==> src/hw/videoPkg.sv <==
package videoPkg;

	// Tile map geometry, 16x16 pixel tiles.
	localparam int tileCols = 40;
	localparam int tileRows = 30;

	// Raster limits, one pixel per clock.
	localparam logic [9:0] hVisible = 10'(tileCols * 16);
	localparam logic [9:0] hSyncStart = 10'd656;
	localparam logic [9:0] hSyncEnd = 10'd752;
	localparam logic [9:0] hTotal = 10'd800;
	localparam logic [9:0] vVisible = 10'(tileRows * 16);
	localparam logic [9:0] vSyncStart = 10'd490;
	localparam logic [9:0] vSyncEnd = 10'd492;
	localparam logic [9:0] vTotal = 10'd525;

	// External memory map.
	localparam logic [15:0] tileMapBase = 16'h1000;     // Row-major, one ID per word.
	localparam logic [15:0] spriteStoreBase = 16'h14B0; // 64 words per ID.
	localparam logic [15:0] playerXAddr = 16'h1C30;
	localparam logic [15:0] playerYAddr = 16'h1C31;
	localparam logic [15:0] playerIdAddr = 16'h1C32;
	localparam logic [15:0] ghostXAddr = 16'h1C33;
	localparam logic [15:0] ghostYAddr = 16'h1C34;
	localparam logic [15:0] ghostIdAddr = 16'h1C35;

	// Line buffer layout: two background banks, then player and ghost bitmaps.
	localparam int bufAddrBits = 9;
	localparam int bufWords = 448;
	localparam logic [bufAddrBits-1:0] bankWords = bufAddrBits'(tileCols * 4);
	localparam logic [bufAddrBits-1:0] spriteAreaBase = 9'd320;

	// Fetch sequencer states.
	localparam logic [1:0] fsIdle = 2'd0;
	localparam logic [1:0] fsTile = 2'd1;
	localparam logic [1:0] fsRegs = 2'd2;
	localparam logic [1:0] fsSprite = 2'd3;

	typedef logic [2:0] colorCode_t;

	// One memory word, read either as a number or as four pixels.
	typedef union packed {
		logic [15:0] value;
		struct packed {
			logic [1:0] padHi;
			colorCode_t [0:3] pix; // Pixel 0 sits in bits 13:11.
			logic [1:0] padLo;
		} quad;
	} memWord_t;

	// RGB for each colour code, index 0 first.
	localparam logic [0:7][23:0] paletteRgb = {
		24'h000000, // Black.
		24'h639BFF, // Blue.
		24'hFBF236, // Yellow.
		24'hFF3232, // Red.
		24'hAC3232, // Crimson.
		24'h000000,
		24'h000000,
		24'hFFFFFF  // White.
	};

endpackage

==> src/hw/paletteMap.sv <==
`timescale 1ns/1ps

module paletteMap (
	input logic clk,
	input logic rstN,
	input videoPkg::colorCode_t pixelCode,
	input logic bright,
	output logic [7:0] red,
	output logic [7:0] green,
	output logic [7:0] blue
);
	import videoPkg::*;

	logic [23:0] rgb;

	assign rgb = paletteRgb[pixelCode];

	always_ff @(posedge clk or negedge rstN) begin
		if (!rstN) begin
			red <= '0;
			green <= '0;
			blue <= '0;
		end else if (bright) begin
			red <= rgb[23:16];
			green <= rgb[15:8];
			blue <= rgb[7:0];
		end else begin
			// Black in blanking.
			red <= '0;
			green <= '0;
			blue <= '0;
		end
	end

endmodule

==> config.mk <==
export PLATFORM = sky130hd
export DESIGN_NAME = paletteMap
export DESIGN_NICKNAME = d
export VERILOG_FILES = /design/src/hw/videoPkg.sv /design/src/hw/paletteMap.sv
export SDC_FILE = /design/constraint.sdc
export NUM_CORES = 1
export LEC_CHECK = 0
export ABC_AREA = 0
export BUFFER_PORTS_ARGS = -buffer_cell sky130_fd_sc_hd__buf_2
export CORE_MARGIN = 3
export CORE_UTILIZATION = 37
export DETAILED_ROUTE_END_ITERATION = 8
export GPL_TIMING_DRIVEN = 0
export PLACE_DENSITY = 0.71
export SLEW_MARGIN = 25
export SYNTH_ARGS = -nofsm -noshare
export SYNTH_HDL_FRONTEND = slang
export SYNTH_SLANG_ARGS = --single-unit
==> constraint.sdc <==
create_clock -name clk -period 0.8 [get_ports clk]
set_clock_uncertainty 0.05 [all_clocks]
set_input_delay 0.04 -clock clk [delete_from_list [all_inputs] [get_ports clk]]
set_output_delay 0.04 -clock clk [all_outputs]
set_load 0.005 [all_outputs]
==> flow_summary_export.csv <==
group,metric,value,unit
status,run_status,"finished with violations",
status,failing_checks,"setup timing",
finish,fin_cells,99,
global_routing,grt_use_met2,17.2,%
hold_path,hold_path_depth,2,
synthesis,synth-seq-area-share,42.0,%
finish,most_used_cells_in_the_layout_excluding_fill_and_tap_cells,"buf_6 (23), buf_2 (14), buf_4 (8)",
sta,tightest_slew,181,ps
sta,worst_slew_margin_rel,87.9,%
global_routing,grt_max_degree,11,
cts,path_clk_slew,50,ps
sta,drv_slew,0,
synthesis,ys_warn_count,0,
cts,cts_sinks,9,
routing,ant_nets,0,
critical_path,critical_path.top_delay_family,"flip-flops",
global_routing,grt_antenna_before_repair,0,
finish,diodes,0,
sta,period_share,128,%
synthesis,postSynthCellCount,50,
hold_path,hold_end,"red[3]$_DFF_PN0_",
finish,fin_nets,95,
sta,timing.final.ws_setup,-226,ps
critical_path,critPathBufInv,2,
critical_path,timing.setup.critical_path_class,"reg2out",
placed_design,place_congestion,0.762,
placed_design,place.port_buffers,29,
synthesis,avgSynthCellArea,10.7,µm²
hold_path,type_of_the_tightest_min_delay_check,"in2reg",
cts,htreeDepth,1,
finish,layout_cell_share_with_drive_strength_beyond_1,63.1,%
synthesis,synth.lib_cells_used.distinct,13,
power,power_density,1350,nW/µm²
placed_design,hpwl,674,µm
cts,clockBufferDepth,2,
routing,dr_total_vias,421,
cts,cts_setup_buffers,0,
synthesis,ys_ff_latch,9,
global_routing,grt_util_met1,10.6,%
critical_path,timing.critical_path.arrival,940,ps
finish,regArea,228,µm²
critical_path,start_kind,"flop",
synthesis,netlist_area,537,µm²
routing,drt-vias-per-instance,4.25,
die,placeable_core_region,1330,µm²
global_routing,via_count_of_the_first_global_routing_pass,367,
power,ir_drop,604,µV
die,die_w,44.1,µm
die,placementRows,13,
die,die_area,1940,µm²
synthesis,synth_nets,60,
sta,unrepaired_setup_endpoints_after_global_routing,"true",
power,post-layout-total-power,1180,µW
power,total_leakage_power,0.000481,µW
sta,setup-tns-final,-3510,ps
placed_design,post-place-ws,-177,ps
global_routing,global_routing_met3_resource_utilization,1.63,%
global_routing,first_pass_grt_wire_length,1470,µm
placed_design,numPlacedInstances,94,
routing,drt_iter0_drc,0,
critical_path,crit_path_max_incr_delay,440,ps
finish,mostFrequentLayoutCell,"buf_6",
routing,detail_route.drc_violations,0,
critical_path,cp.required,710,ps
hold_path,hold_start,"bright",
sta,final-setup-viol-count,24,
sta,hold_violations,0,
critical_path,critical_path.endpoint_type,"output pin",
die,dieHeight,44.1,µm
cts,cts_tree,"built",
routing,wl_per_cell,10.5,µm
global_routing,groute.usage.overall,10.6,%
run,number_of_maximum_capacitance_violations,0,
finish,layout.filler_cells,100,
sta,max_freq,975,MHz
critical_path,timing.critical_path.fanout_max,6,
finish,area.growth.synth_to_final,62.5,%
cts,tritoncts.num_buffers,3,
sta,layout_min_cycle_time,1030,ps
finish,multi_input_comb_area,193,µm²
routing,detail_route.wirelength,1040,µm
die,io_pins,30,
critical_path,worst_path_max_delay_cell,"dfrtp_2",
cts,cts_root_buffer,"clkbuf_4",
global_routing,grt_overflow,0,
die,initial_utilization,40.2,%
critical_path,crit_chain,"buf_4 > buf_6",
routing,drtPass1Iterations,1,
global_routing,grt_most_used_layer,"met2",
[sequential cells by signal, indices dropped and copies added (netlist names)]
| signal | flops |
|---|---|
| red | 4 |
| green | 3 |
| blue | 2 |
[cell families after synthesis]
| family | Yosys count | share of synthesized area (%) |
|---|---|---|
| AO/OA/AOI/OAI | 7 | 11.0 |
| adder cells (fa/ha/maj) | 4 | 9.32 |
| buffers and inverters | 18 | 24.5 |
| flip-flops | 9 | 42.0 |
| AND/OR/NAND/NOR | 12 | 13.3 |
[area by class of cell]
cell class	count	area share (%)
buffer	16	17.2
multi-input combinational	23	22.1
sequential	9	26.1
timing repair buffer	30	28.6
inverter	2	0.861
clock buffer	4	3.01
tap	15	2.15
[synth_stat cells]
library cell	n	area, µm²
a21boi_1	5	37.5
a21boi_2	1	11.3
and3_1	2	12.5
buf_4	15	113
buf_6	1	11.3
dfrtp_1	9	225
ha_1	4	50.1
inv_1	2	7.51
nand2_1	2	7.51
nand2b_1	6	37.5
o211a_1	1	10.0
or2_1	1	6.26
or2b_1	1	7.51
[what timing repair did]
item / 4_1_cts / 5_1_grt
gates resized for setup: 20 / 4
setup endpoints to repair: 24 / 24
gates cloned: 0 / 0
endpoints found under the hold margin: 9 / 0
hold buffers: 1 / 0
[layer usage]
| layer | wire, µm | vias up |
|---|---|---|
| li1 | - | 211 |
| met1 | 372 | 186 |
| met2 | 553 | 24 |
| met3 | 114 | 0 |
| met4 | 0 | 0 |
| met5 | 0 | - |
[where the power goes]
group	internal, µW	switching (µW)	leakage, µW	total, µW
combinational	234	119	0.000350	353
sequential	483	22.6	0.000116	506
clock	190	130	0.0000150	321
[how the worst max path moves through the flow]
stage	end	cells after the start	from	slack, ps
6_report	blue[6]	2	green[3]$_DFF_PN0_	-230
4_1_cts	green[0]	2	green[3]$_DFF_PN0_	-230
3_3_place_gp	red[2]$_DFF_PN0_	5	pixelCode[1]	-160
3_5_place_dp	red[2]$_DFF_PN0_	5	pixelCode[1]	-180
5_1_grt	blue[6]	2	green[3]$_DFF_PN0_	-270
2_1_floorplan	red[2]$_DFF_PN0_	4	pixelCode[0]	20
[per-stage QoR]
stage	instance area [µm²]	hold WS [ps]	utilization, %
after detailed placement	713	-160	53.5
after CTS	862	18.6	64.6
final	872	29.7	65.4
after global placement	713	-161	53.5
after floorplan	549	-306	-
after global routing	872	20.8	65.4
No activity file was read; power rests on OpenSTA's default activity.
