--- config.mk ---
export PLATFORM = sky130hd
export DESIGN_NAME = scanTiming
export DESIGN_NICKNAME = d
export VERILOG_FILES = /design/src/hw/videoPkg.sv /design/src/hw/scanTiming.sv
export SDC_FILE = /design/constraint.sdc
export NUM_CORES = 1
export LEC_CHECK = 0
export ABC_CLOCK_PERIOD_IN_PS = 1900
export BUFFER_PORTS_ARGS = -buffer_cell sky130_fd_sc_hd__buf_2
export CAP_MARGIN = 10
export CORE_MARGIN = 1
export CORE_UTILIZATION = 31
export DETAILED_ROUTE_END_ITERATION = 6
export PLACE_DENSITY = 0.51
export RECOVER_POWER = 25
export SETUP_SLACK_MARGIN = 0.2
export SYNTH_ARGS = -nofsm -noshare
export SYNTH_HDL_FRONTEND = slang
export SYNTH_SLANG_ARGS = --single-unit
--- constraint.sdc ---
create_clock -name clk -period 1.9 [get_ports clk]
set_input_delay 0.19 -clock clk [delete_from_list [all_inputs] [get_ports clk]]
set_output_delay 0.19 -clock clk [all_outputs]
set_load 0.01 [all_outputs]
--- src/hw/videoPkg.sv ---
package videoPkg;

	// Tile map geometry, 16x16 pixel tiles.
	localparam int tileCols = 40;
	localparam int tileRows = 30;

	// Raster limits, one pixel per clock.
	localparam logic [9:0] hVisible = 10'(tileCols * 16);
	localparam logic [9:0] hSyncStart = 10'd656;
	localparam logic [9:0] hSyncEnd = 10'd752;
	localparam logic [9:0] hTotal = 10'd800;
	localparam logic [9:0] vVisible = 10'(tileRows * 16);
	localparam logic [9:0] vSyncStart = 10'd490;
	localparam logic [9:0] vSyncEnd = 10'd492;
	localparam logic [9:0] vTotal = 10'd525;

	// External memory map.
	localparam logic [15:0] tileMapBase = 16'h1000;     // Row-major, one ID per word.
	localparam logic [15:0] spriteStoreBase = 16'h14B0; // 64 words per ID.
	localparam logic [15:0] playerXAddr = 16'h1C30;
	localparam logic [15:0] playerYAddr = 16'h1C31;
	localparam logic [15:0] playerIdAddr = 16'h1C32;
	localparam logic [15:0] ghostXAddr = 16'h1C33;
	localparam logic [15:0] ghostYAddr = 16'h1C34;
	localparam logic [15:0] ghostIdAddr = 16'h1C35;

	// Line buffer layout: two background banks, then player and ghost bitmaps.
	localparam int bufAddrBits = 9;
	localparam int bufWords = 448;
	localparam logic [bufAddrBits-1:0] bankWords = bufAddrBits'(tileCols * 4);
	localparam logic [bufAddrBits-1:0] spriteAreaBase = 9'd320;

	// Fetch sequencer states.
	localparam logic [1:0] fsIdle = 2'd0;
	localparam logic [1:0] fsTile = 2'd1;
	localparam logic [1:0] fsRegs = 2'd2;
	localparam logic [1:0] fsSprite = 2'd3;

	typedef logic [2:0] colorCode_t;

	// One memory word, read either as a number or as four pixels.
	typedef union packed {
		logic [15:0] value;
		struct packed {
			logic [1:0] padHi;
			colorCode_t [0:3] pix; // Pixel 0 sits in bits 13:11.
			logic [1:0] padLo;
		} quad;
	} memWord_t;

	// RGB for each colour code, index 0 first.
	localparam logic [0:7][23:0] paletteRgb = {
		24'h000000, // Black.
		24'h639BFF, // Blue.
		24'hFBF236, // Yellow.
		24'hFF3232, // Red.
		24'hAC3232, // Crimson.
		24'h000000,
		24'h000000,
		24'hFFFFFF  // White.
	};

endpackage

--- src/hw/scanTiming.sv ---
`timescale 1ns/1ps

module scanTiming (
	input logic clk,
	input logic rstN,
	output logic [9:0] hCount,
	output logic [9:0] vCount,
	output logic hSync,
	output logic vSync,
	output logic bright
);
	import videoPkg::*;

	logic lineEnd;
	logic frameEnd;

	assign lineEnd = (hCount == hTotal - 10'd1);
	assign frameEnd = (vCount == vTotal - 10'd1);

	// Pixel counter.
	always_ff @(posedge clk or negedge rstN) begin
		if (!rstN) begin
			hCount <= '0;
		end else if (lineEnd) begin
			hCount <= '0;
		end else begin
			hCount <= hCount + 10'd1;
		end
	end

	// Line counter, steps once per line.
	always_ff @(posedge clk or negedge rstN) begin
		if (!rstN) begin
			vCount <= '0;
		end else if (lineEnd) begin
			if (frameEnd) begin
				vCount <= '0;
			end else begin
				vCount <= vCount + 10'd1;
			end
		end
	end

	// Both syncs are active low.
	assign hSync = !((hCount >= hSyncStart) && (hCount < hSyncEnd));
	assign vSync = !((vCount >= vSyncStart) && (vCount < vSyncEnd));

	assign bright = (hCount < hVisible) && (vCount < vVisible);

endmodule

==> flow_summary_export.csv, run 1 <==
group,metric,value,unit
outcome,status,"completed",
global_routing,antenna_found_initial,0,
worst_setup_path,slowest_delay,510,ps
cts,cts.htree.levels,1,
worst_setup_path,worstSetupPathType,"flop to flop",
power_and_ir_drop,ir_drop,0.2750,mV
cts,cts_tree,"built",
worst_setup_path,timing.critical_path.from,"hCount[1]",
worst_setup_path,crit_path_end_kind,"flop",
synthesis,yosys_warnings,0,
route,post_drt_wl_per_cell,13.43,µm
worst_setup_path,path_cells,"ha_2, and4_4, nand4_4, or4b_1, nand2_1",
power_and_ir_drop,powerDensity,480.3,nW/µm²
worst_setup_path,crit_slowest_cell,"or4b_1",
timing,period_share,86.99,%
timing,worst_pin_slew,1134,ps
synthesis,netlist_area,1104,µm²
hold_path,min_from,"vCount[8]",
global_routing,grt_pass1_wl,4.229,mm
worst_setup_path,path_max_fanout,7,
global_routing,grt_max_degree,21,
timing,hold_viol,0,
worst_setup_path,endpoint,"vCount[4]",
cts,clock-root-buffer,"clkbuf_4",
cts,clock-sinks,20,
job,cap_violations,0,
synthesis,synth_seq_cells,20,
timing,grt_setup_unrepaired,"yes",
worst_setup_path,critPathLaunchType,"flop",
global_routing,grt_use_total,15.22,%
floorplanning,core,3363,µm²
synthesis,ys_async_sr_fraction,100.0,%
route,vias,971,
timing,whs,537.2,ps
final_layout,antenna_cells,0,
timing,drv_slew,0,
worst_setup_path,r2r_end,"vCount[4]",
worst_setup_path,r2r_setup_slack,250,ps
timing,relSlewSlack,24.43,%
route,via_per_inst,4.855,
synthesis,syn_avg_cell_area,9.352,µm²
timing,tns,0,ps
final_layout,area_growth,31.07,%
place,place.gp.congestion,0.8688,
route,dr.pass1.iters,4,
route,drc,0,
hold_path,hp-class,"flop to flop",
power_and_ir_drop,p_total,694.8,µW
place,numPortBuffers,24,
global_routing,first_global_vias,845,
route,routed_wl,2.686,mm
synthesis,synth.distinct_cells,31,
worst_setup_path,r2r_start,"hCount[1]",
power_and_ir_drop,p_leak,0.6972,nW
worst_setup_path,cp.required,2150,ps
floorplanning,dieArea,3803,µm²
synthesis,synth_top_area_cell,"dfrtp_1",
floorplanning,fp.dieH,61.67,µm
final_layout,fillCellCount,352,
final_layout,drive_gt1_share,35.71,%
cts,numCtsBuffers,3,
synthesis,seq_area_frac_synth,45.35,%
timing,timing.fmax,605.0,MHz
final_layout,final_nets,161,
floorplanning,start_util,32.81,%
synthesis,syn_inst,118,
synthesis,synth_top_area_share,45.35,%
cts,cts_max_path_buffers,2,
cts,clk_latency,310,ps
synthesis,synth_edf_count,0,
synthesis,synth-main-ff-cell,"dfrtp_1",
floorplanning,num_rows,21,
synthesis,synth_nets,124,
cts,clk_pin_slew_worst_paths,120,ps
route,ant_nets,0,
timing,setup_viol,0,
route,drt_iter0_markers,31,
place,place_hpwl,1.824,mm
floorplanning,num_io_pins,25,
timing,skew,5.257,ps
worst_setup_path,cp_data_arrival_time,1910,ps
worst_setup_path,rr_worst_depth,5,
synthesis,synth_area_leaders,"dfrtp_1 (45%), nand3_1 (5.4%), nand2_1 (4.8%)",
floorplanning,die_w,61.67,µm
timing,min_period,1653,ps
global_routing,grt_remaining_overflow,0,
worst max-delay path: cells and delay by family, from the launching register on:
family | cells | cell delay (ps)
fa+ha+maj | 1 | 210
simple gates | 4 | 990
flops | 1 | 390
worst min path at each step:
stage	end	slack [ps]	cells past startpoint
6_report	vCount[8]	540	1
5_1_grt	vCount[8]	550	1
4_1_cts	hCount[3]	360	2
3_5_place_dp	hCount[3]	180	1
3_3_place_gp	hCount[3]	170	1
2_1_floorplan	hCount[0]	-110	0
Yosys cell counts (2+ instances only):
cell and count:
clkbuf_1 2, nor2_1 9, xor2_1 6, nand2_1 14
ha_1 4, dfrtp_1 20, nand3_1 12, o21ai_0 6
nor3_1 4, and3_1 4, a21oi_1 2, xnor2_1 4
inv_1 7, and2_1 2, buf_2 2, and4_1 3
nand4_1 3
sequential cells by signal, indices dropped and copies added (netlist names):
signal	flops
hCount	10
vCount	10
through the flow:
| step | utilization, % | setup WS [ps] | std cells | instance area, µm² |
|---|---|---|---|---|
| after floorplan | - | 212.8 | 118 | 1105 |
| after global placement | 38.73 | 172.8 | 189 | 1303 |
| after detailed placement | 38.73 | 98.13 | 189 | 1303 |
| after CTS | 40.55 | 228.8 | 195 | 1364 |
| after global routing | 43.01 | 187.7 | 200 | 1446 |
| final | 43.01 | 247.2 | 200 | 1446 |
power breakdown:
part / internal [mW] / switching, mW / total (mW) / leakage (nW)
Clock: 0.117 / 0.142 / 0.259 / 0.0210
Combinational: 0.00176 / 0.00859 / 0.0103 / 0.415
Sequential: 0.426 / 0 / 0.426 / 0.261
metal layers:
layer / part of all wire, % / global-route usage (%)
met2: 47 / 22.12
met4: 1.4 / 6.667
met1: 49 / 22.53
met5: 0 / 0
met3: 3.0 / 1.891
repair_timing:
action	4_1_cts	5_1_grt
hold buffers	1	0
gates resized for setup	3	12
pin swaps	0	4
gates cloned	0	0
hold endpoints to repair	20	0
setup endpoints to repair	3	6
buffers inserted	1	5
cells in the final DEF (no fill, tap or decap), types with 3 or more instances in the layout:
cell type and instances:
o21ai_0 6, xor2_1 6, clkbuf_4 3, dfrtp_1 17, and3_1 4, nand4_1 3, xnor2_1 4, buf_2 23
dfrtp_2 3, nand2_1 14, nor2_1 9, inv_1 5, nand3_1 11, buf_4 12, nor3_1 4
area by class of cell:
cell class              count  area (µm²)  area share (%)
clock buffers               4       36.28           2.509
flip-flops and latches     20       504.2           34.86
well taps                  46       57.56           3.979
repair buffers             37       219.0           15.14
inverters                   7       26.28           1.817
multi-input cells          86       603.1           41.70
logic make-up (layout without fill, tap and decap cells):
kind of cell	count (synthesis)	count (layout)	share of synthesized area (%)
AND/OR/NAND/NOR	59	59	30.39
flip-flops	20	20	45.35
AO/OA/AOI/OAI	12	12	6.237
buffers and inverters	12	48	4.650
XOR/XNOR	10	10	7.936
adder cells (fa/ha/maj)	4	4	4.535
multiplexers	1	1	0.9071
Note: power is estimated with default switching activity, not from simulation.
==> run 2, diff against run 1 <==
--- a/config.mk
+++ b/config.mk
@@ -8,7 +8,7 @@
 export ABC_CLOCK_PERIOD_IN_PS = 1900
 export BUFFER_PORTS_ARGS = -buffer_cell sky130_fd_sc_hd__buf_2
 export CAP_MARGIN = 10
-export CORE_MARGIN = 1
+export CORE_MARGIN = 2
 export CORE_UTILIZATION = 31
 export DETAILED_ROUTE_END_ITERATION = 6
 export PLACE_DENSITY = 0.51
==> run 2 against run 1 <==
Critical endpoint unchanged. Sequential cell count unchanged. Maximum frequency down 2.0%. Clock power down 4%. Largest cell class unchanged. Global-route usage down 1.7 points. Sequential power about the same. Critical path type unchanged. Power down 1.5%. Clock skew up 4.3 ps. Design area down 3.4%. Combinational power about the same. Clock-buffer cell count unchanged. Setup slack worse by 33 ps. Highest routed layer unchanged. Critical path depth unchanged.
==> flow_summary_export.csv, run 2 (synthesized netlist as in run 1, its figures left out) <==
group,metric,value,unit
worst_setup_path,critPathLaunchType,"flop",
power_and_ir_drop,p_switching,140.5,µW
cts,clock-root-buffer,"clkbuf_4",
timing,tns,0,ps
worst_setup_path,worstSetupPathType,"flop to flop",
route,drc,0,
floorplanning,die_w,63.67,µm
timing,relSlewSlack,27.03,%
global_routing,first_global_vias,911,
timing,min_period,1686,ps
timing,setup_viol,0,
cts,clk_pin_slew_worst_paths,120,ps
worst_setup_path,path_max_fanout,7,
floorplanning,fp.dieH,63.67,µm
route,vias,941,
power_and_ir_drop,power_frac_clock,36.4,%
power_and_ir_drop,p_leak,0.6806,nW
route,via_per_inst,4.753,
global_routing,grt_pass1_wl,4.333,mm
cts,cts_tree,"built",
timing,timing.fmax,593.2,MHz
power_and_ir_drop,internal_power,544.0,µW
final_layout,area_growth,26.64,%
power_and_ir_drop,powerDensity,489.8,nW/µm²
final_layout,final_cell_mix,"buf_2 (23), dfrtp_1 (17), nand2_1 (14)",
final_layout,antenna_cells,0,
power_and_ir_drop,ir_drop,0.1804,mV
timing,skew,9.564,ps
timing,grt_setup_unrepaired,"yes",
worst_setup_path,slowest_delay,510,ps
worst_setup_path,cp_data_arrival_time,1940,ps
cts,clk_latency,300,ps
final_layout,drive_gt1_share,30.92,%
cts,numCtsBuffers,3,
place,dp_slack,127.9,ps
final_layout,reg_top3,"hCount: 10 flops, vCount: 10 flops",
power_and_ir_drop,power.share.switching,20.53,%
worst_setup_path,crit_family,"simple AND/OR/NAND/NOR gates",
cts,cts.htree.levels,1,
timing,setup_ws,214.3,ps
global_routing,grt_use_total,13.48,%
floorplanning,num_io_pins,25,
floorplanning,start_util,32.56,%
cts,cts_max_path_buffers,2,
floorplanning,dieArea,4053,µm²
job,cap_violations,0,
final_layout,final_common_cell,"buf_2",
power_and_ir_drop,power_frac_seq,62.2,%
worst_setup_path,crit_path_end_kind,"flop",
final_layout,final_nets,159,
timing,drv_slew,0,
power_and_ir_drop,p_total,684.5,µW
floorplanning,core,3390,µm²
worst_setup_path,path_buf_inv,0,
power_and_ir_drop,comb_power_share,1.5,%
place,place.gp.congestion,0.7888,
global_routing,antenna_found_initial,0,
route,ant_nets,0,
global_routing,grt_max_degree,21,
route,post_drt_wl_per_cell,12.60,µm
place,place_hpwl,1.862,mm
hold_path,hp-class,"flop to flop",
cts,clock-sinks,20,
route,drt_iter0_markers,21,
timing,period_share,88.72,%
place,numPortBuffers,24,
global_routing,grt_remaining_overflow,0,
floorplanning,num_rows,21,
timing,worst_pin_slew,1095,ps
worst_setup_path,cp.required,2150,ps
timing,hold_viol,0,
route,dr.pass1.iters,4,
outcome,status,"completed",
final_layout,fillCellCount,334,
worst_setup_path,crit_slowest_cell,"or4b_1",
worst_setup_path,path_cells,"ha_1, and4_4, nand4_4, or4b_1, nand2_1",
route,routed_wl,2.495,mm
run 2: changes by cell type in the layout (fill, tap and decap cells not counted), sizes merged:
cell  change
buf       -2
run 2: layer usage:
layer | share of wire, % | global-route usage [%] | routed length (µm) | vias to the layer above
met3 | 2.3 | 2.321 | 58 | 4
met5 | 0 | 0 | 0 | -
li1 | - | - | - | 475
met2 | 49 | 22.63 | 1212 | 11
met4 | 1.4 | 4.891 | 34 | 0
met1 | 48 | 17.32 | 1190 | 451
run 2: final timing paths:
kind | startpoint | to | slack (ps) | cells after the start
worst max-delay path | hCount[0] | vCount[4] | 210 | 5
worst min-delay path | hCount[0] | hCount[0] | 520 | 1
worst max register to register | hCount[0] | vCount[4] | 210 | 5
worst min register to register | hCount[0] | hCount[0] | 520 | 1
max in group asynchronous | rstN | hCount[0] | 570 | 2
min in group asynchronous | rstN | hCount[1] | 600 | 2
run 2: stage by stage:
step / area (µm²) / hold slack, ps / std cells / util [%]
4_1_cts: 1359 / 363.9 / 195 / 40.09
6_report: 1398 / 521.1 / 198 / 41.23
3_5_place_dp: 1310 / 172.9 / 190 / 38.65
2_1_floorplan: 1105 / -105.6 / 118 / -
3_3_place_gp: 1310 / 168.9 / 190 / 38.65
5_1_grt: 1398 / 548.1 / 198 / 41.23
run 2: final cells by class:
type / instances / area [µm²] / area share (%)
Clock buffer: 4 / 36.28 / 2.596
Inverter: 7 / 26.28 / 1.880
Multi-Input combinational cell: 86 / 569.3 / 40.73
Sequential cell: 20 / 504.2 / 36.08
Tap cell: 46 / 57.56 / 4.118
Timing Repair Buffer: 35 / 203.9 / 14.59
run 2: power groups by stage:
stage	Clock, mW	Sequential [mW]	Combinational, mW
after global routing	0.279	0.426	0.0123
after CTS	0.259	0.426	0.0113
after global placement	0	0.434	0.00970
after detailed placement	0	0.434	0.00986
after floorplan	0	0.434	0.000000246
final	0.249	0.425	0.0101
run 2: repair_timing:
action                                  in CTS  in global routing
gates cloned                                 0                  0
hold buffers                                 1                  0
buffers inserted                             0                  3
endpoints found under the hold margin       20                  0
gates resized for setup                      2                  5
endpoints found under the setup margin       5                  8
==> run 3, diff against run 2 <==
--- a/config.mk
+++ b/config.mk
@@ -5,13 +5,12 @@
 export SDC_FILE = /design/constraint.sdc
 export NUM_CORES = 1
 export LEC_CHECK = 0
-export ABC_CLOCK_PERIOD_IN_PS = 1900
 export BUFFER_PORTS_ARGS = -buffer_cell sky130_fd_sc_hd__buf_2
 export CAP_MARGIN = 10
 export CORE_MARGIN = 2
 export CORE_UTILIZATION = 31
 export DETAILED_ROUTE_END_ITERATION = 6
-export PLACE_DENSITY = 0.51
+export PLACE_DENSITY = 0.6
 export RECOVER_POWER = 25
 export SETUP_SLACK_MARGIN = 0.2
 export SYNTH_ARGS = -nofsm -noshare
==> constraint.sdc (replaced) <==
create_clock -name clk -period 1.8 [get_ports clk]
set_input_delay 0.18 -clock clk [delete_from_list [all_inputs] [get_ports clk]]
set_output_delay 0.18 -clock clk [all_outputs]
set_load 0.01 [all_outputs]
==> run 3 against run 2 <==
Design area increased by 11%. Register-to-register slack about the same. Critical path depth unchanged. Final cell count increased by 6.1%. Clock power increased by 50%. Sequential share of layout area decreased by 3.4 points. Via count increased by 8.8%. First-iteration DRC count increased to 3.3 times the previous value. Hold slack improved by 12 ps. Routed wire length increased by 8.4%. Clock skew increased by 1.4 ps. Largest power group unchanged. Highest routed layer unchanged.
==> flow_summary_export.csv, run 3 (synthesized netlist as in run 1, its figures left out) <==
group,metric,value,unit
route,dr.max_layer_used,"met4",
cts,clock-root-buffer,"clkbuf_4",
power_and_ir_drop,powerDensity,537.4,nW/µm²
worst_setup_path,crit_path_end_kind,"flop",
timing,period_share,88.62,%
power_and_ir_drop,p_total,833.1,µW
place,place.gp.congestion,0.8260,
final_layout,final_common_cell,"buf_2",
global_routing,grt_max_degree,21,
route,wirelength_met1,1.166,mm
place,placed_cell_area,1339,µm²
floorplanning,dieArea,4053,µm²
final_layout,area_growth,40.48,%
global_routing,grt_use_total,13.43,%
route,vias,1024,
timing,tns,0,ps
place,place_hpwl,1.851,mm
timing,timing.fmax,626.9,MHz
timing,worst_pin_slew,1105,ps
final_layout,final_cell_mix,"buf_2 (23), buf_4 (21), dfrtp_1 (15)",
floorplanning,num_rows,21,
cts,clock-sinks,20,
final_layout,reg_top3,"hCount: 10 flops, vCount: 10 flops",
outcome,status,"completed",
route,drt_iter0_markers,69,
cts,cts_max_path_buffers,2,
job,cap_violations,0,
final_layout,fillCellCount,309,
worst_setup_path,path_max_fanout,6,
power_and_ir_drop,p_leak,0.7517,nW
cts,cts.htree.levels,1,
timing,skew,10.97,ps
route,routed_wl,2.705,mm
timing,grt_setup_unrepaired,"yes",
cts,clk_pin_slew_worst_paths,130,ps
timing,min_period,1595,ps
worst_setup_path,cp.required,2060,ps
worst_setup_path,worstSetupPathType,"flop to flop",
timing,hold_viol,0,
route,drc,0,
global_routing,antenna_found_initial,0,
route,via_per_inst,4.876,
timing,setup_viol,0,
cts,numCtsBuffers,3,
route,post_drt_wl_per_cell,12.88,µm
route,route.met3.wl,91,µm
final_layout,antenna_cells,0,
global_routing,first_global_vias,944,
hold_path,hp-class,"flop to flop",
place,numPortBuffers,24,
final_layout,design_area,1550,µm²
final_layout,final_nets,171,
cts,clk_latency,310,ps
route,dr.pass1.iters,4,
worst_setup_path,critPathLaunchType,"flop",
timing,drv_slew,0,
floorplanning,num_io_pins,25,
global_routing,grt_remaining_overflow,0,
cts,cts_tree,"built",
final_layout,drive_gt1_share,41.46,%
route,ant_nets,0,
floorplanning,core,3390,µm²
final_layout,fin_util,45.74,%
floorplanning,fp.dieH,63.67,µm
floorplanning,start_util,32.56,%
timing,relSlewSlack,26.32,%
power_and_ir_drop,ir_drop,0.2778,mV
floorplanning,die_w,63.67,µm
route,met2_length,1.413,mm
worst_setup_path,cp_data_arrival_time,1850,ps
global_routing,grt_pass1_wl,4.298,mm
-- run 3: routing by layer --
| metal | vias to the layer above | GRT usage, % |
|---|---|---|
| met1 | 500 | 17.30 |
| li1 | 503 | - |
| met5 | - | 0 |
| met4 | 0 | 7.609 |
| met3 | 2 | 1.429 |
| met2 | 19 | 21.84 |
-- run 3: worst max-delay path: stages (launching register included) --
cell	delay [ps]
dfrtp_2	450
ha_4	160
and4_4	270
nand4_4	90
or4b_4	530
nand2_2	60
-- run 3: through the flow --
| stage | std cells | hold WS [ps] | setup WS, ps |
|---|---|---|---|
| 4_1_cts | 198 | 348.3 | 204.5 |
| 3_3_place_gp | 192 | 153.5 | 134.0 |
| 5_1_grt | 210 | 556.8 | 165.0 |
| 6_report | 210 | 533.1 | 204.8 |
| 3_5_place_dp | 192 | 160.8 | 67.12 |
| 2_1_floorplan | 118 | -115.6 | 228.7 |
-- run 3: timing repair --
action / CTS / global route
hold buffers: 1 / 0
pin swaps: 0 / 5
gates cloned: 0 / 0
setup endpoints to repair: 7 / 10
setup buffers: 1 / 12
resized for setup: 3 / 15
endpoints found under the hold margin: 20 / 0
-- run 3: area by class of cell --
class                   instances  area (µm²)  share of cell area [%]
clock inverters                 1       30.03                   1.937
inverters                       7       26.28                   1.695
clock buffers                   3       22.52                   1.453
multi-input cells              86       609.3                   39.31
well taps                      46       57.56                   3.713
repair buffers                 47       297.8                   19.21
flip-flops and latches         20       506.7                   32.69
-- run 3: worst paths after layout --
kind	start	endpoint	slack [ps]	depth (start not counted)
worst min register to register	hCount[0]	hCount[0]	530	1
worst max register to register	hCount[0]	vCount[4]	200	5
worst max-delay path	hCount[0]	vCount[4]	200	5
worst min-delay path	hCount[0]	hCount[0]	530	1
max in group asynchronous	rstN	hCount[1]	480	2
min in group asynchronous	rstN	vCount[1]	580	2
-- run 3: power by group --
part,leakage [nW],switching (mW),total [mW],internal [mW]
clock network,0.0279,0.148,0.373,0.225
logic,0.466,0.00887,0.0107,0.00187
registers,0.258,0,0.449,0.449
