===== src/hw/videoPkg.sv =====
package videoPkg;

	// Tile map geometry, 16x16 pixel tiles.
	localparam int tileCols = 40;
	localparam int tileRows = 30;

	// Raster limits, one pixel per clock.
	localparam logic [9:0] hVisible = 10'(tileCols * 16);
	localparam logic [9:0] hSyncStart = 10'd656;
	localparam logic [9:0] hSyncEnd = 10'd752;
	localparam logic [9:0] hTotal = 10'd800;
	localparam logic [9:0] vVisible = 10'(tileRows * 16);
	localparam logic [9:0] vSyncStart = 10'd490;
	localparam logic [9:0] vSyncEnd = 10'd492;
	localparam logic [9:0] vTotal = 10'd525;

	// External memory map.
	localparam logic [15:0] tileMapBase = 16'h1000;     // Row-major, one ID per word.
	localparam logic [15:0] spriteStoreBase = 16'h14B0; // 64 words per ID.
	localparam logic [15:0] playerXAddr = 16'h1C30;
	localparam logic [15:0] playerYAddr = 16'h1C31;
	localparam logic [15:0] playerIdAddr = 16'h1C32;
	localparam logic [15:0] ghostXAddr = 16'h1C33;
	localparam logic [15:0] ghostYAddr = 16'h1C34;
	localparam logic [15:0] ghostIdAddr = 16'h1C35;

	// Line buffer layout: two background banks, then player and ghost bitmaps.
	localparam int bufAddrBits = 9;
	localparam int bufWords = 448;
	localparam logic [bufAddrBits-1:0] bankWords = bufAddrBits'(tileCols * 4);
	localparam logic [bufAddrBits-1:0] spriteAreaBase = 9'd320;

	// Fetch sequencer states.
	localparam logic [1:0] fsIdle = 2'd0;
	localparam logic [1:0] fsTile = 2'd1;
	localparam logic [1:0] fsRegs = 2'd2;
	localparam logic [1:0] fsSprite = 2'd3;

	typedef logic [2:0] colorCode_t;

	// One memory word, read either as a number or as four pixels.
	typedef union packed {
		logic [15:0] value;
		struct packed {
			logic [1:0] padHi;
			colorCode_t [0:3] pix; // Pixel 0 sits in bits 13:11.
			logic [1:0] padLo;
		} quad;
	} memWord_t;

	// RGB for each colour code, index 0 first.
	localparam logic [0:7][23:0] paletteRgb = {
		24'h000000, // Black.
		24'h639BFF, // Blue.
		24'hFBF236, // Yellow.
		24'hFF3232, // Red.
		24'hAC3232, // Crimson.
		24'h000000,
		24'h000000,
		24'hFFFFFF  // White.
	};

endpackage


===== src/hw/fetchControl.sv =====
`timescale 1ns/1ps

module fetchControl (
	input logic clk,
	input logic rstN,
	input logic [9:0] hCount,
	input logic [9:0] vCount,
	input videoPkg::memWord_t memData,
	output logic [15:0] memAddr,
	output logic wrEn,
	output logic [videoPkg::bufAddrBits-1:0] wrAddr,
	output videoPkg::memWord_t wrData,
	output logic posLoad,
	output logic [2:0] posSel,
	output logic [15:0] posValue
);
	import videoPkg::*;

	logic [1:0] state;
	logic [2:0] step;
	logic [5:0] col;
	logic [6:0] sprIdx;
	logic [8:0] tgtLine; // Line being fetched.
	logic [15:0] tileId;
	logic [15:0] playerBase;
	logic [15:0] ghostBase;

	logic startTile;
	logic startRegs;
	logic [1:0] quad;
	logic [15:0] curId;
	logic [15:0] tileAddr;
	logic [15:0] bmpAddr;
	logic [15:0] sprBmpAddr;
	logic [bufAddrBits-1:0] bgWrAddr;
	logic [bufAddrBits-1:0] sprWrAddr;

	// Each read carries a tag through the two cycles until its data shows up.
	logic s1Wr, s2Wr;
	logic s1Pos, s2Pos;
	logic s1Blank, s2Blank;
	logic [bufAddrBits-1:0] s1Addr, s2Addr;
	logic [2:0] s1Sel, s2Sel;

	// Lines 0..478 fetch the next line, the last blanking line fetches line 0.
	assign startTile = (hCount == 10'd0) &&
		((vCount < vVisible - 10'd1) || (vCount == vTotal - 10'd1));
	assign startRegs = (hCount == 10'd0) && (vCount == vVisible);

	assign quad = step[1:0] - 2'd2;                           // Steps 2..5 give quads 0..3.
	assign curId = (step == 3'd2) ? memData.value : tileId; // ID used the cycle it arrives.
	assign tileAddr = tileMapBase + 16'(tgtLine[8:4]) * 16'(tileCols) + 16'(col);
	assign bmpAddr = spriteStoreBase + {curId[9:0], 6'd0} + {10'd0, tgtLine[3:0], quad};
	assign bgWrAddr = (tgtLine[0] ? bankWords : '0) + {1'b0, col, quad};

	assign sprBmpAddr = (sprIdx[6] ? ghostBase : playerBase) + {10'd0, sprIdx[5:0]};
	assign sprWrAddr = spriteAreaBase + {2'b00, sprIdx};

	always_ff @(posedge clk or negedge rstN) begin
		if (!rstN) begin
			state <= fsIdle;
			step <= '0;
			col <= '0;
			sprIdx <= '0;
			memAddr <= '0;
			s1Wr <= 1'b0;
			s2Wr <= 1'b0;
			s1Pos <= 1'b0;
			s2Pos <= 1'b0;
			wrEn <= 1'b0;
			posLoad <= 1'b0;
		end else begin
			s1Wr <= 1'b0;
			s1Pos <= 1'b0;
			s2Wr <= s1Wr;
			s2Pos <= s1Pos;
			wrEn <= s2Wr;
			posLoad <= s2Pos;
			case (state)
				fsIdle: begin
					step <= '0;
					col <= '0;
					sprIdx <= '0;
					if (startTile) begin
						state <= fsTile;
					end else if (startRegs) begin
						state <= fsRegs;
					end
				end
				fsTile: begin
					if (step == 3'd0) begin
						memAddr <= tileAddr; // Tile ID read.
					end else if (step >= 3'd2) begin
						memAddr <= bmpAddr;  // Four bitmap reads.
						s1Wr <= 1'b1;
					end
					if (step == 3'd5) begin
						step <= '0;
						col <= col + 6'd1;
						if (col == 6'(tileCols - 1)) begin
							state <= fsIdle;
						end
					end else begin
						step <= step + 3'd1;
					end
				end
				fsRegs: begin
					memAddr <= playerXAddr + {13'd0, step}; // Walks X, Y, ID for both sprites.
					s1Pos <= 1'b1;
					if (step == 3'd5) begin
						step <= '0;
						state <= fsSprite;
					end else begin
						step <= step + 3'd1;
					end
				end
				fsSprite: begin
					if (!step[0]) begin
						memAddr <= sprBmpAddr;
						s1Wr <= 1'b1;
						step <= 3'd1;
					end else begin
						step <= '0;
						sprIdx <= sprIdx + 7'd1;
						if (sprIdx == 7'd127) begin
							state <= fsIdle;
						end
					end
				end
				default: state <= fsIdle;
			endcase
		end
	end

	always_ff @(posedge clk) begin
		if ((state == fsIdle) && startTile) begin
			tgtLine <= (vCount == vTotal - 10'd1) ? 9'd0 : vCount[8:0] + 9'd1;
		end
		if ((state == fsTile) && (step == 3'd2)) begin
			tileId <= memData.value;
		end
		s1Addr <= (state == fsTile) ? bgWrAddr : sprWrAddr;
		s1Blank <= (state == fsTile) && (curId == 16'd0); // Tile 0 shows black.
		s1Sel <= step;
		s2Addr <= s1Addr;
		s2Blank <= s1Blank;
		s2Sel <= s1Sel;
		wrAddr <= s2Addr;
		wrData.value <= s2Blank ? 16'd0 : memData.value;
		posSel <= s2Sel;
		posValue <= memData.value;
		// Bitmap bases come straight from the ID words.
		if (s2Pos && (s2Sel == 3'd2)) begin
			playerBase <= spriteStoreBase + {memData.value[9:0], 6'd0};
		end
		if (s2Pos && (s2Sel == 3'd5)) begin
			ghostBase <= spriteStoreBase + {memData.value[9:0], 6'd0};
		end
	end

endmodule


===== config.mk =====
export PLATFORM = sky130hd
export DESIGN_NAME = fetchControl
export DESIGN_NICKNAME = d
export VERILOG_FILES = /design/src/hw/videoPkg.sv /design/src/hw/fetchControl.sv
export SDC_FILE = /design/constraint.sdc
export NUM_CORES = 1
export LEC_CHECK = 0
export BUFFER_PORTS_ARGS = -buffer_cell sky130_fd_sc_hd__buf_2
export CAP_MARGIN = 20
export CORE_ASPECT_RATIO = 0.5
export CORE_UTILIZATION = 50
export DETAILED_ROUTE_END_ITERATION = 8
export PLACE_DENSITY_LB_ADDON = 0.08
export SLEW_MARGIN = 10
export SYNTH_ARGS = -nofsm -noshare
export SYNTH_HDL_FRONTEND = slang
export SYNTH_SLANG_ARGS = --single-unit

===== constraint.sdc =====
create_clock -name clk -period 2.7 [get_ports clk]
set_input_delay 0.135 -clock clk [delete_from_list [all_inputs] [get_ports clk]]
set_output_delay 0.135 -clock clk [all_outputs]
set_load 0.01 [all_outputs]

==> flow_summary.yaml, run 1 <==
run_status:
  outcome: "finished with violations"
  violations: "DRC"
yosys:
  async_reset_ff_share_pct: 25.8
  synth.avg_cell_area_um2: 11.2
  synth_top_cell_by_area: "dfxtp_1"
  syn-instance-count: 596
  yosysUniqueCellTypes: 71
  ys_seq_elements: 155
  synth_ff_type: "dfxtp_1"
  synth.most_common_cell: "dfxtp_1"
  synth_top_area_share_pct: 21.0
  synth_nets: 661
  yosys_warnings: 0
  syn_area_mm2: 0.00668
  synth_edf_count: 45
  synth.area.top_cells: "dfxtp_1 (21%), edfxtp_1 (20%), dfrtp_1 (15%), ha_1 (4.7%), xnor2_1 (3.3%)"
  seq_area_frac_synth_pct: 56.2
  yosys-top-cells-count: "dfxtp_1 (70), nand2_1 (58), edfxtp_1 (45), dfrtp_1 (40), nor2_1 (39)"
sta:
  finalHoldViolCount: 0
  max-slew-margin-rel_pct: 51.7
  max_freq_mhz: 404
  slew_viol_final: 0
  min_period_ps: 2470
  worst_slew_pin_slew_ps: 725
  timing.hold.ws_ps: 88.1
  min_period_over_period_pct: 91.6
  finClkSkew_ps: 10.1
  fin_setup_tns_ps: 0
  rsz0062_at_grt: "no"
  setup_violations: 0
  fin_ws_ps: 227
final_layout:
  stdcell_area_mm2: 0.00822
  fill_cells: 1050
  drive_gt1_share_pct: 23.1
  area_growth_pct: 23.0
  layoutNonFillerInstCount: 914
  fin_util_pct: 64.0
  n_antenna_cell: 0
  finalNetCount: 796
placed_design:
  post-place-ws_ps: 143
  gp_congestion: 0.847
  portBuffers: 99
  dp.cells: 864
  placed_area_mm2: 0.00744
  hpwlAfterDp_mm: 11.0
pwr:
  ir_drop_mv: 0.324
  p_total_mw: 4.96
  switching_share_pct: 23.3
  p_switching_mw: 1.15
  leakage_nw: 3.45
  p_int_mw: 3.81
  p_per_area_mw_per_mm2: 604
  pwr-share-seq_pct: 49.1
  pwr-share-comb_pct: 3.7
  p_clk_share_pct: 47.2
global_route:
  grt_overflow: 0
  grt_pass1_wl_mm: 25.9
  grt_max_degree: 41
  grt_use_total_pct: 24.5
  antenna_found_initial: 0
  first_global_vias: 4922
floorplanning:
  core.rowCount: 29
  io_pins: 100
  fp.dieH_um: 83.8
  chipWidth_um: 165
  core-area_mm2: 0.0128
  die_area_mm2: 0.0139
  start_util_pct: 52.0
worst_setup_path:
  critPathRequiredTime_ps: 3000
  crit_fanout: 4
  crit_path_cell_trace: "ha_1, ha_1, inv_1, fa_1, nand3b_1, o21ai_2, a31oi_1, a211oi_1, o32a_1"
  arrival_ps: 2770
  critPathMostFrequentCell: "ha_1"
  critPathSlowestCell: "fa_1"
  critPathMaxStageDelay_ps: 560
  crit_type: "reg -> reg"
  critPathCaptureType: "flip-flop"
  cp-start-kind: "flip-flop"
drt:
  drc_errors: 6
  wirelength_mm: 16.0
  drt_first_pass_iters: 7
  via_per_inst: 5.47
  wl_per_cell_um: 17.5
  detail-route-antenna-nets: 0
  vias: 4996
  drt_iter0_markers: 414
clock_network:
  cts_buffers: 17
  clkLatencyLatePin_ps: 420
  clockBufferDepth: 2
  h-tree-depth: 4
  cts_tree: "yes"
  clock_sink_count: 155
  clkTransAtPathRegs_ps: 60
  root_buffer: "clkbuf_16"
  cts_setup_buffers: 0
hold_path:
  hold_path_class: "in -> reg"
run:
  max_cap_viol_count: 0
flip-flops by register name, summed over array words and instances (netlist names), 6 cells and up:
name,count
memAddr,16
col,6
tileId,16
ghostBase,10
s1Addr,9
playerBase,10
s2Addr,9
wrAddr,9
wrData,16
sprIdx,7
tgtLine,9
posValue,16
power groups by stage:
stage	Clock, mW	Sequential, mW	Combinational, mW
CTS	2.37	2.44	0.181
global route	2.46	2.44	0.203
finish	2.34	2.44	0.185
detailed placement	0	2.48	0.161
global placement	0	2.48	0.159
floorplan	0	2.50	0.0444
layout make-up:
| class | instances | area (um2) | share of cell area (%) |
|---|---|---|---|
| clock buffers | 19 | 464 | 5.65 |
| repair buffers | 136 | 836 | 10.2 |
| inverters | 23 | 86.3 | 1.05 |
| well taps | 170 | 213 | 2.59 |
| flip-flops and latches | 155 | 3750 | 45.7 |
| clock inverters | 13 | 115 | 1.40 |
| multi-input cells | 398 | 2750 | 33.5 |
cells in the final DEF, fill, tap and decap left out, types with 4 or more instances in the layout:
cell / count
buf_2: 99
dfxtp_1: 70
nand2_1: 58
edfxtp_1: 45
dfrtp_1: 40
nor2_1: 39
nand3_1: 29
o21ai_0: 25
xnor2_1: 25
ha_1: 25
xor2_1: 23
inv_1: 22
nor2b_1: 20
buf_4: 19
clkbuf_16: 18
dlygate4sd3_1: 17
a21oi_1: 16
mux2i_1: 16
nor3_1: 16
mux2_2: 7
nand4_1: 7
o31ai_1: 6
a21o_1: 5
inv_6: 5
nand4b_1: 4
nand3b_1: 4
a211oi_1: 4
kinds of logic (layout without fill, tap and decap cells):
| kind of cell | count (synthesis) | after routing | share of synthesized area (%) |
|---|---|---|---|
| xor+xnor | 48 | 48 | 6.29 |
| mux | 26 | 26 | 4.46 |
| fa+ha+maj | 27 | 27 | 5.28 |
| flops | 155 | 155 | 56.2 |
| compound gates | 96 | 96 | 9.90 |
| simple gates | 201 | 201 | 15.1 |
| buf+inv | 43 | 191 | 2.79 |
worst paths after layout:
check | start | to | slack (ps) | cells past startpoint
worst max-delay path | tgtLine[5] | memAddr[10] | 230 | 9
min in group asynchronous | rstN | memAddr[13] | 260 | 2
max in group asynchronous | rstN | col[2] | 1920 | 3
worst min-delay path | vCount[0] | tgtLine[0] | 90 | 2
worst max register to register | tgtLine[5] | memAddr[10] | 230 | 9
worst min register to register | s1Addr[5] | s2Addr[5] | 320 | 0
worst max-delay path: cells and delay by family, from the launching register on:
kind / cells / cell delay [ps]
AOI/OAI and AO/OA: 4 / 680
adders and majority gates: 3 / 1040
buffers and inverters: 1 / 60
DFF: 1 / 430
and+or+nand+nor: 1 / 150
layer usage:
| layer | routed length [um] | vias to the layer above | track usage, % |
|---|---|---|---|
| met5 | 0 | - | 0 |
| met4 | 258 | 0 | 7.85 |
| met3 | 718 | 29 | 4.67 |
| met2 | 7150 | 138 | 36.5 |
| met1 | 7880 | 2438 | 35.9 |
| li1 | - | 2391 | - |
timing repair:
item	4_1_cts	5_1_grt
hold buffers	17	0
gates resized for setup	0	2
hold endpoints to repair	70	0
setup endpoints to repair	0	2
Note: power is estimated with default switching activity, not from simulation.
==> run 2: changes to the inputs <==
Settings changed: CORE_UTILIZATION 50 to 37.
==> flow_summary.yaml, run 2 (same netlist as run 1, synthesis figures left out) <==
placed_design:
  post-place-ws_ps: 118
  portBuffers: 99
  hpwlAfterDp_mm: 11.6
  gp_congestion: 0.794
  dp.cells: 932
sta:
  finalHoldViolCount: 0
  fin_ws_ps: 140
  min_period_ps: 2560
  max-slew-margin-rel_pct: 59.0
  slew_viol_final: 0
  worst_slew_pin_slew_ps: 614
  setup_violations: 0
  finClkSkew_ps: 6.89
  min_period_over_period_pct: 94.8
  max_freq_mhz: 391
clock_network:
  clock_sink_count: 155
  cts_setup_buffers: 0
  cts_buffers: 17
  clockBufferDepth: 2
  root_buffer: "clkbuf_16"
  h-tree-depth: 4
  clkTransAtPathRegs_ps: 70
  clkLatencyLatePin_ps: 420
  cts_tree: "yes"
worst_setup_path:
  r2r_cells: 9
  critPathRequiredTime_ps: 3010
  cp-start-kind: "flip-flop"
  crit_fanout: 4
  crit_type: "reg -> reg"
  arrival_ps: 2870
  critPathCaptureType: "flip-flop"
  reg2reg_slack_ps: 140
  r2r_start: "tgtLine[5]"
  r2r_end: "memAddr[10]"
run_status:
  outcome: "finished clean"
global_route:
  grt_pass1_wl_mm: 26.0
  grt_use_total_pct: 18.6
  antenna_found_initial: 0
  grt_overflow: 0
  first_global_vias: 4644
  grt_max_degree: 41
hold_path:
  hold-path-endpoint: "tgtLine[0]"
  min_from: "vCount[0]"
  hold_path_class: "in -> reg"
  hold_depth: 2
floorplanning:
  core.rowCount: 34
  start_util_pct: 38.1
  chipWidth_um: 192
  die_area_mm2: 0.0186
  core-area_mm2: 0.0175
  fp.dieH_um: 97.0
  io_pins: 100
drt:
  detail-route-antenna-nets: 0
  wirelength_mm: 16.3
  wl_per_cell_um: 16.6
  drc_errors: 0
  vias: 4891
  drt_first_pass_iters: 5
  drt_iter0_markers: 277
  via_per_inst: 4.98
pwr:
  leakage_nw: 3.48
  ir_drop_mv: 0.469
  p_per_area_mw_per_mm2: 616
  p_total_mw: 5.15
final_layout:
  finalNetCount: 800
  area_growth_pct: 25.3
  drive_gt1_share_pct: 23.4
  layoutNonFillerInstCount: 982
  layout_common_cells: "buf_2 (99), dfxtp_1 (70), nand2_1 (58)"
  final_common_cell: "buf_2"
  n_antenna_cell: 0
run:
  max_cap_viol_count: 0
==> run 2: changes by cell type in the layout (fill, tap and decap cells not counted), moves of 2 or more <==
cell       delta
buf_4         +4
inv_4         -2
bufinv_16     +3
inv_6         -2
inv_8         -3
clkinv_2      +2
==> run 2: area by class of cell <==
cell class,count,area (um2)
clock inverter,13,163
tap,234,293
clock buffer,19,464
timing repair buffer,140,858
inverter,23,86.3
sequential,155,3750
fill,1676,9160
multi-input combinational,398,2750
==> run 2: layer usage <==
layer / vias up / global-route usage [%] / share of wire, %
met1: 2360 / 28.0 / 52
met5: - / 0 / 0
met4: 0 / 4.78 / 0.67
met2: 124 / 26.0 / 43
li1: 2395 / - / -
met3: 12 / 4.90 / 4.8
==> run 2: worst max path at each step <==
stage | start | to | slack, ps | cells past startpoint
finish | tgtLine[5] | memAddr[10] | 140 | 9
global route | tgtLine[5] | memAddr[10] | -10 | 9
CTS | tgtLine[5] | memAddr[10] | 110 | 9
detailed placement | tgtLine[5] | memAddr[10] | 120 | 9
global placement | tgtLine[5] | memAddr[10] | 190 | 9
floorplan | tgtLine[5] | memAddr[10] | 350 | 9
==> run 2: worst max-delay path, cell delays in order, from the launching register on <==
cell and delay [ps]:
edfxtp_1 420, ha_1 300, ha_1 170, inv_1 60
fa_1 550, nand3b_1 130, o21ai_1 100, a31oi_1 290
a211oi_2 80, o32a_1 360
==> run 2: power by group <==
group	switching, mW	internal, mW
logic	0.103	0.0814
registers	0.00544	2.43
clock network	0.994	1.54
==> run 2: through the flow <==
step,setup TNS (ps),util [%],instance area (um2),hold WS (ps)
final,0,47.8,8370,73.6
after CTS,0,47.6,8350,58.2
after global placement,0,43.1,7550,279
after detailed placement,0,43.1,7550,282
after floorplan,0,-,6680,-161
after global routing,-11.0,47.8,8370,83.8
==> run 2: what timing repair did <==
| action | CTS | global route |
|---|---|---|
| hold buffers | 17 | 0 |
| endpoints found under the hold margin | 73 | 0 |
| setup endpoints to repair | 0 | 1 |
| resized for setup | 0 | 2 |
==> run 3: changes to the inputs <==
Settings changed: CORE_UTILIZATION 37 to 57, CTS_CLUSTER_DIAMETER set to 120.
==> flow_summary.yaml, run 3 (same netlist as run 1, synthesis figures left out) <==
sta:
  finalHoldViolCount: 0
  fin_setup_tns_ps: 0
  finClkSkew_ps: 14.6
  slew_viol_final: 0
  worst_slew_pin_slew_ps: 984
  max_freq_mhz: 408
  timing.hold.ws_ps: 85.8
  setup_violations: 0
  min_period_ps: 2450
  min_period_over_period_pct: 90.8
  max-slew-margin-rel_pct: 34.4
  rsz0062_at_grt: "no"
drt:
  vias: 5040
  drc_errors: 0
  drt_iter0_markers: 352
  detail-route-antenna-nets: 0
  via_per_inst: 5.60
  wl_per_cell_um: 17.4
  drt_first_pass_iters: 6
  wirelength_mm: 15.7
worst_setup_path:
  arrival_ps: 2810
  crit_fanout: 4
  critPathSlowestCell: "fa_1"
  reg2reg_slack_ps: 250
  cp-start-kind: "flip-flop"
  crit_path_cell_trace: "ha_1, ha_1, inv_1, fa_1, nand3b_1, o21ai_1, a31oi_1, a211oi_1, o32a_1"
  r2r_cells: 9
  crit_type: "reg -> reg"
  critPathMaxStageDelay_ps: 460
  crit_start: "tgtLine[5]"
  critPathRequiredTime_ps: 3050
  critPathCaptureType: "flip-flop"
  crit_family: "adder cells"
  critPathMostFrequentCell: "ha_1"
  r2r_end: "memAddr[10]"
  r2r_start: "tgtLine[5]"
  critPathBufInv: 1
pwr:
  p_switching_mw: 1.12
  p_int_mw: 3.86
  pwr-share-comb_pct: 3.7
  ir_drop_mv: 0.335
  pwr-share-seq_pct: 48.9
  p_per_area_mw_per_mm2: 610
  leakage_nw: 3.42
  switching_share_pct: 22.4
  p_clk_share_pct: 47.5
floorplanning:
  die_area_mm2: 0.0122
  chipWidth_um: 155
  core.rowCount: 27
  core-area_mm2: 0.0112
  start_util_pct: 59.6
  fp.dieH_um: 78.6
  io_pins: 100
hold_path:
  hold-path-endpoint: "tgtLine[0]"
  hold_path_class: "in -> reg"
  min_from: "vCount[0]"
  hold_depth: 2
clock_network:
  root_buffer: "clkbuf_16"
  clock_sink_count: 155
  clockBufferDepth: 2
  clkLatencyLatePin_ps: 420
  clkTransAtPathRegs_ps: 60
  cts_buffers: 17
  cts_tree: "yes"
  h-tree-depth: 4
placed_design:
  portBuffers: 99
  gp_congestion: 0.862
  hpwlAfterDp_mm: 11.0
run:
  max_cap_viol_count: 0
final_layout:
  area_growth_pct: 22.2
  n_antenna_cell: 0
  finalNetCount: 793
  final_common_cell: "buf_2"
  drive_gt1_share_pct: 22.4
  layout_common_cells: "buf_2 (99), dfxtp_1 (70), nand2_1 (58)"
global_route:
  first_global_vias: 4979
  grt_pass1_wl_mm: 25.1
  grt_use_total_pct: 27.3
  grt_max_degree: 41
  antenna_found_initial: 0
  grt_overflow: 0
run_status:
  outcome: "finished clean"
run 3: final cells by class:
| type | instances | area, um2 |
|---|---|---|
| Multi-Input combinational cell | 398 | 2750 |
| Timing Repair Buffer | 133 | 793 |
| Clock inverter | 12 | 125 |
| Tap cell | 159 | 199 |
| Inverter | 23 | 86.3 |
| Fill cell | 808 | 3050 |
| Sequential cell | 155 | 3750 |
| Clock buffer | 20 | 458 |
run 3: metrics by stage:
step | cells | total power [mW] | area, um2 | setup WS, ps | util, %
final | 900 | 4.98 | 8160 | 250 | 72.8
after global routing | 900 | 5.14 | 8160 | 31.0 | 72.8
after CTS | 900 | 5.02 | 8160 | 176 | 72.8
after detailed placement | 851 | 2.65 | 7410 | 197 | 66.1
after global placement | 851 | 2.64 | 7410 | 231 | 66.1
after floorplan | 596 | 2.54 | 6680 | 352 | -
run 3: how the worst max path moves through the flow:
stage / endpoint / depth (start not counted)
global placement: memAddr[10] / 9
CTS: memAddr[10] / 9
floorplan: memAddr[10] / 9
detailed placement: memAddr[10] / 9
global route: memAddr[10] / 9
finish: memAddr[10] / 9
run 3: routing by layer:
| layer | vias to the layer above | wire length (um) | global-route usage [%] | part of all wire, % |
|---|---|---|---|---|
| li1 | 2378 | - | - | - |
| met1 | 2441 | 7310 | 37.3 | 47 |
| met2 | 201 | 7240 | 43.8 | 46 |
| met3 | 20 | 975 | 6.41 | 6.2 |
| met4 | 0 | 176 | 6.93 | 1.1 |
| met5 | - | 0 | 0 | 0 |
run 3: repair_timing:
| action | CTS | global route |
|---|---|---|
| endpoints found under the setup margin | 0 | 2 |
| hold buffers | 17 | 0 |
| gates resized for setup | 0 | 1 |
| hold endpoints to repair | 70 | 0 |
| buffers inserted | 0 | 0 |
run 3: power by group through the flow:
stage               Combinational, mW  Sequential (mW)  Clock (mW)
global route                    0.198             2.44        2.50
CTS                             0.181             2.44        2.40
floorplan                      0.0444             2.50           0
detailed placement              0.162             2.48           0
global placement                0.158             2.48           0
finish                          0.182             2.44        2.36
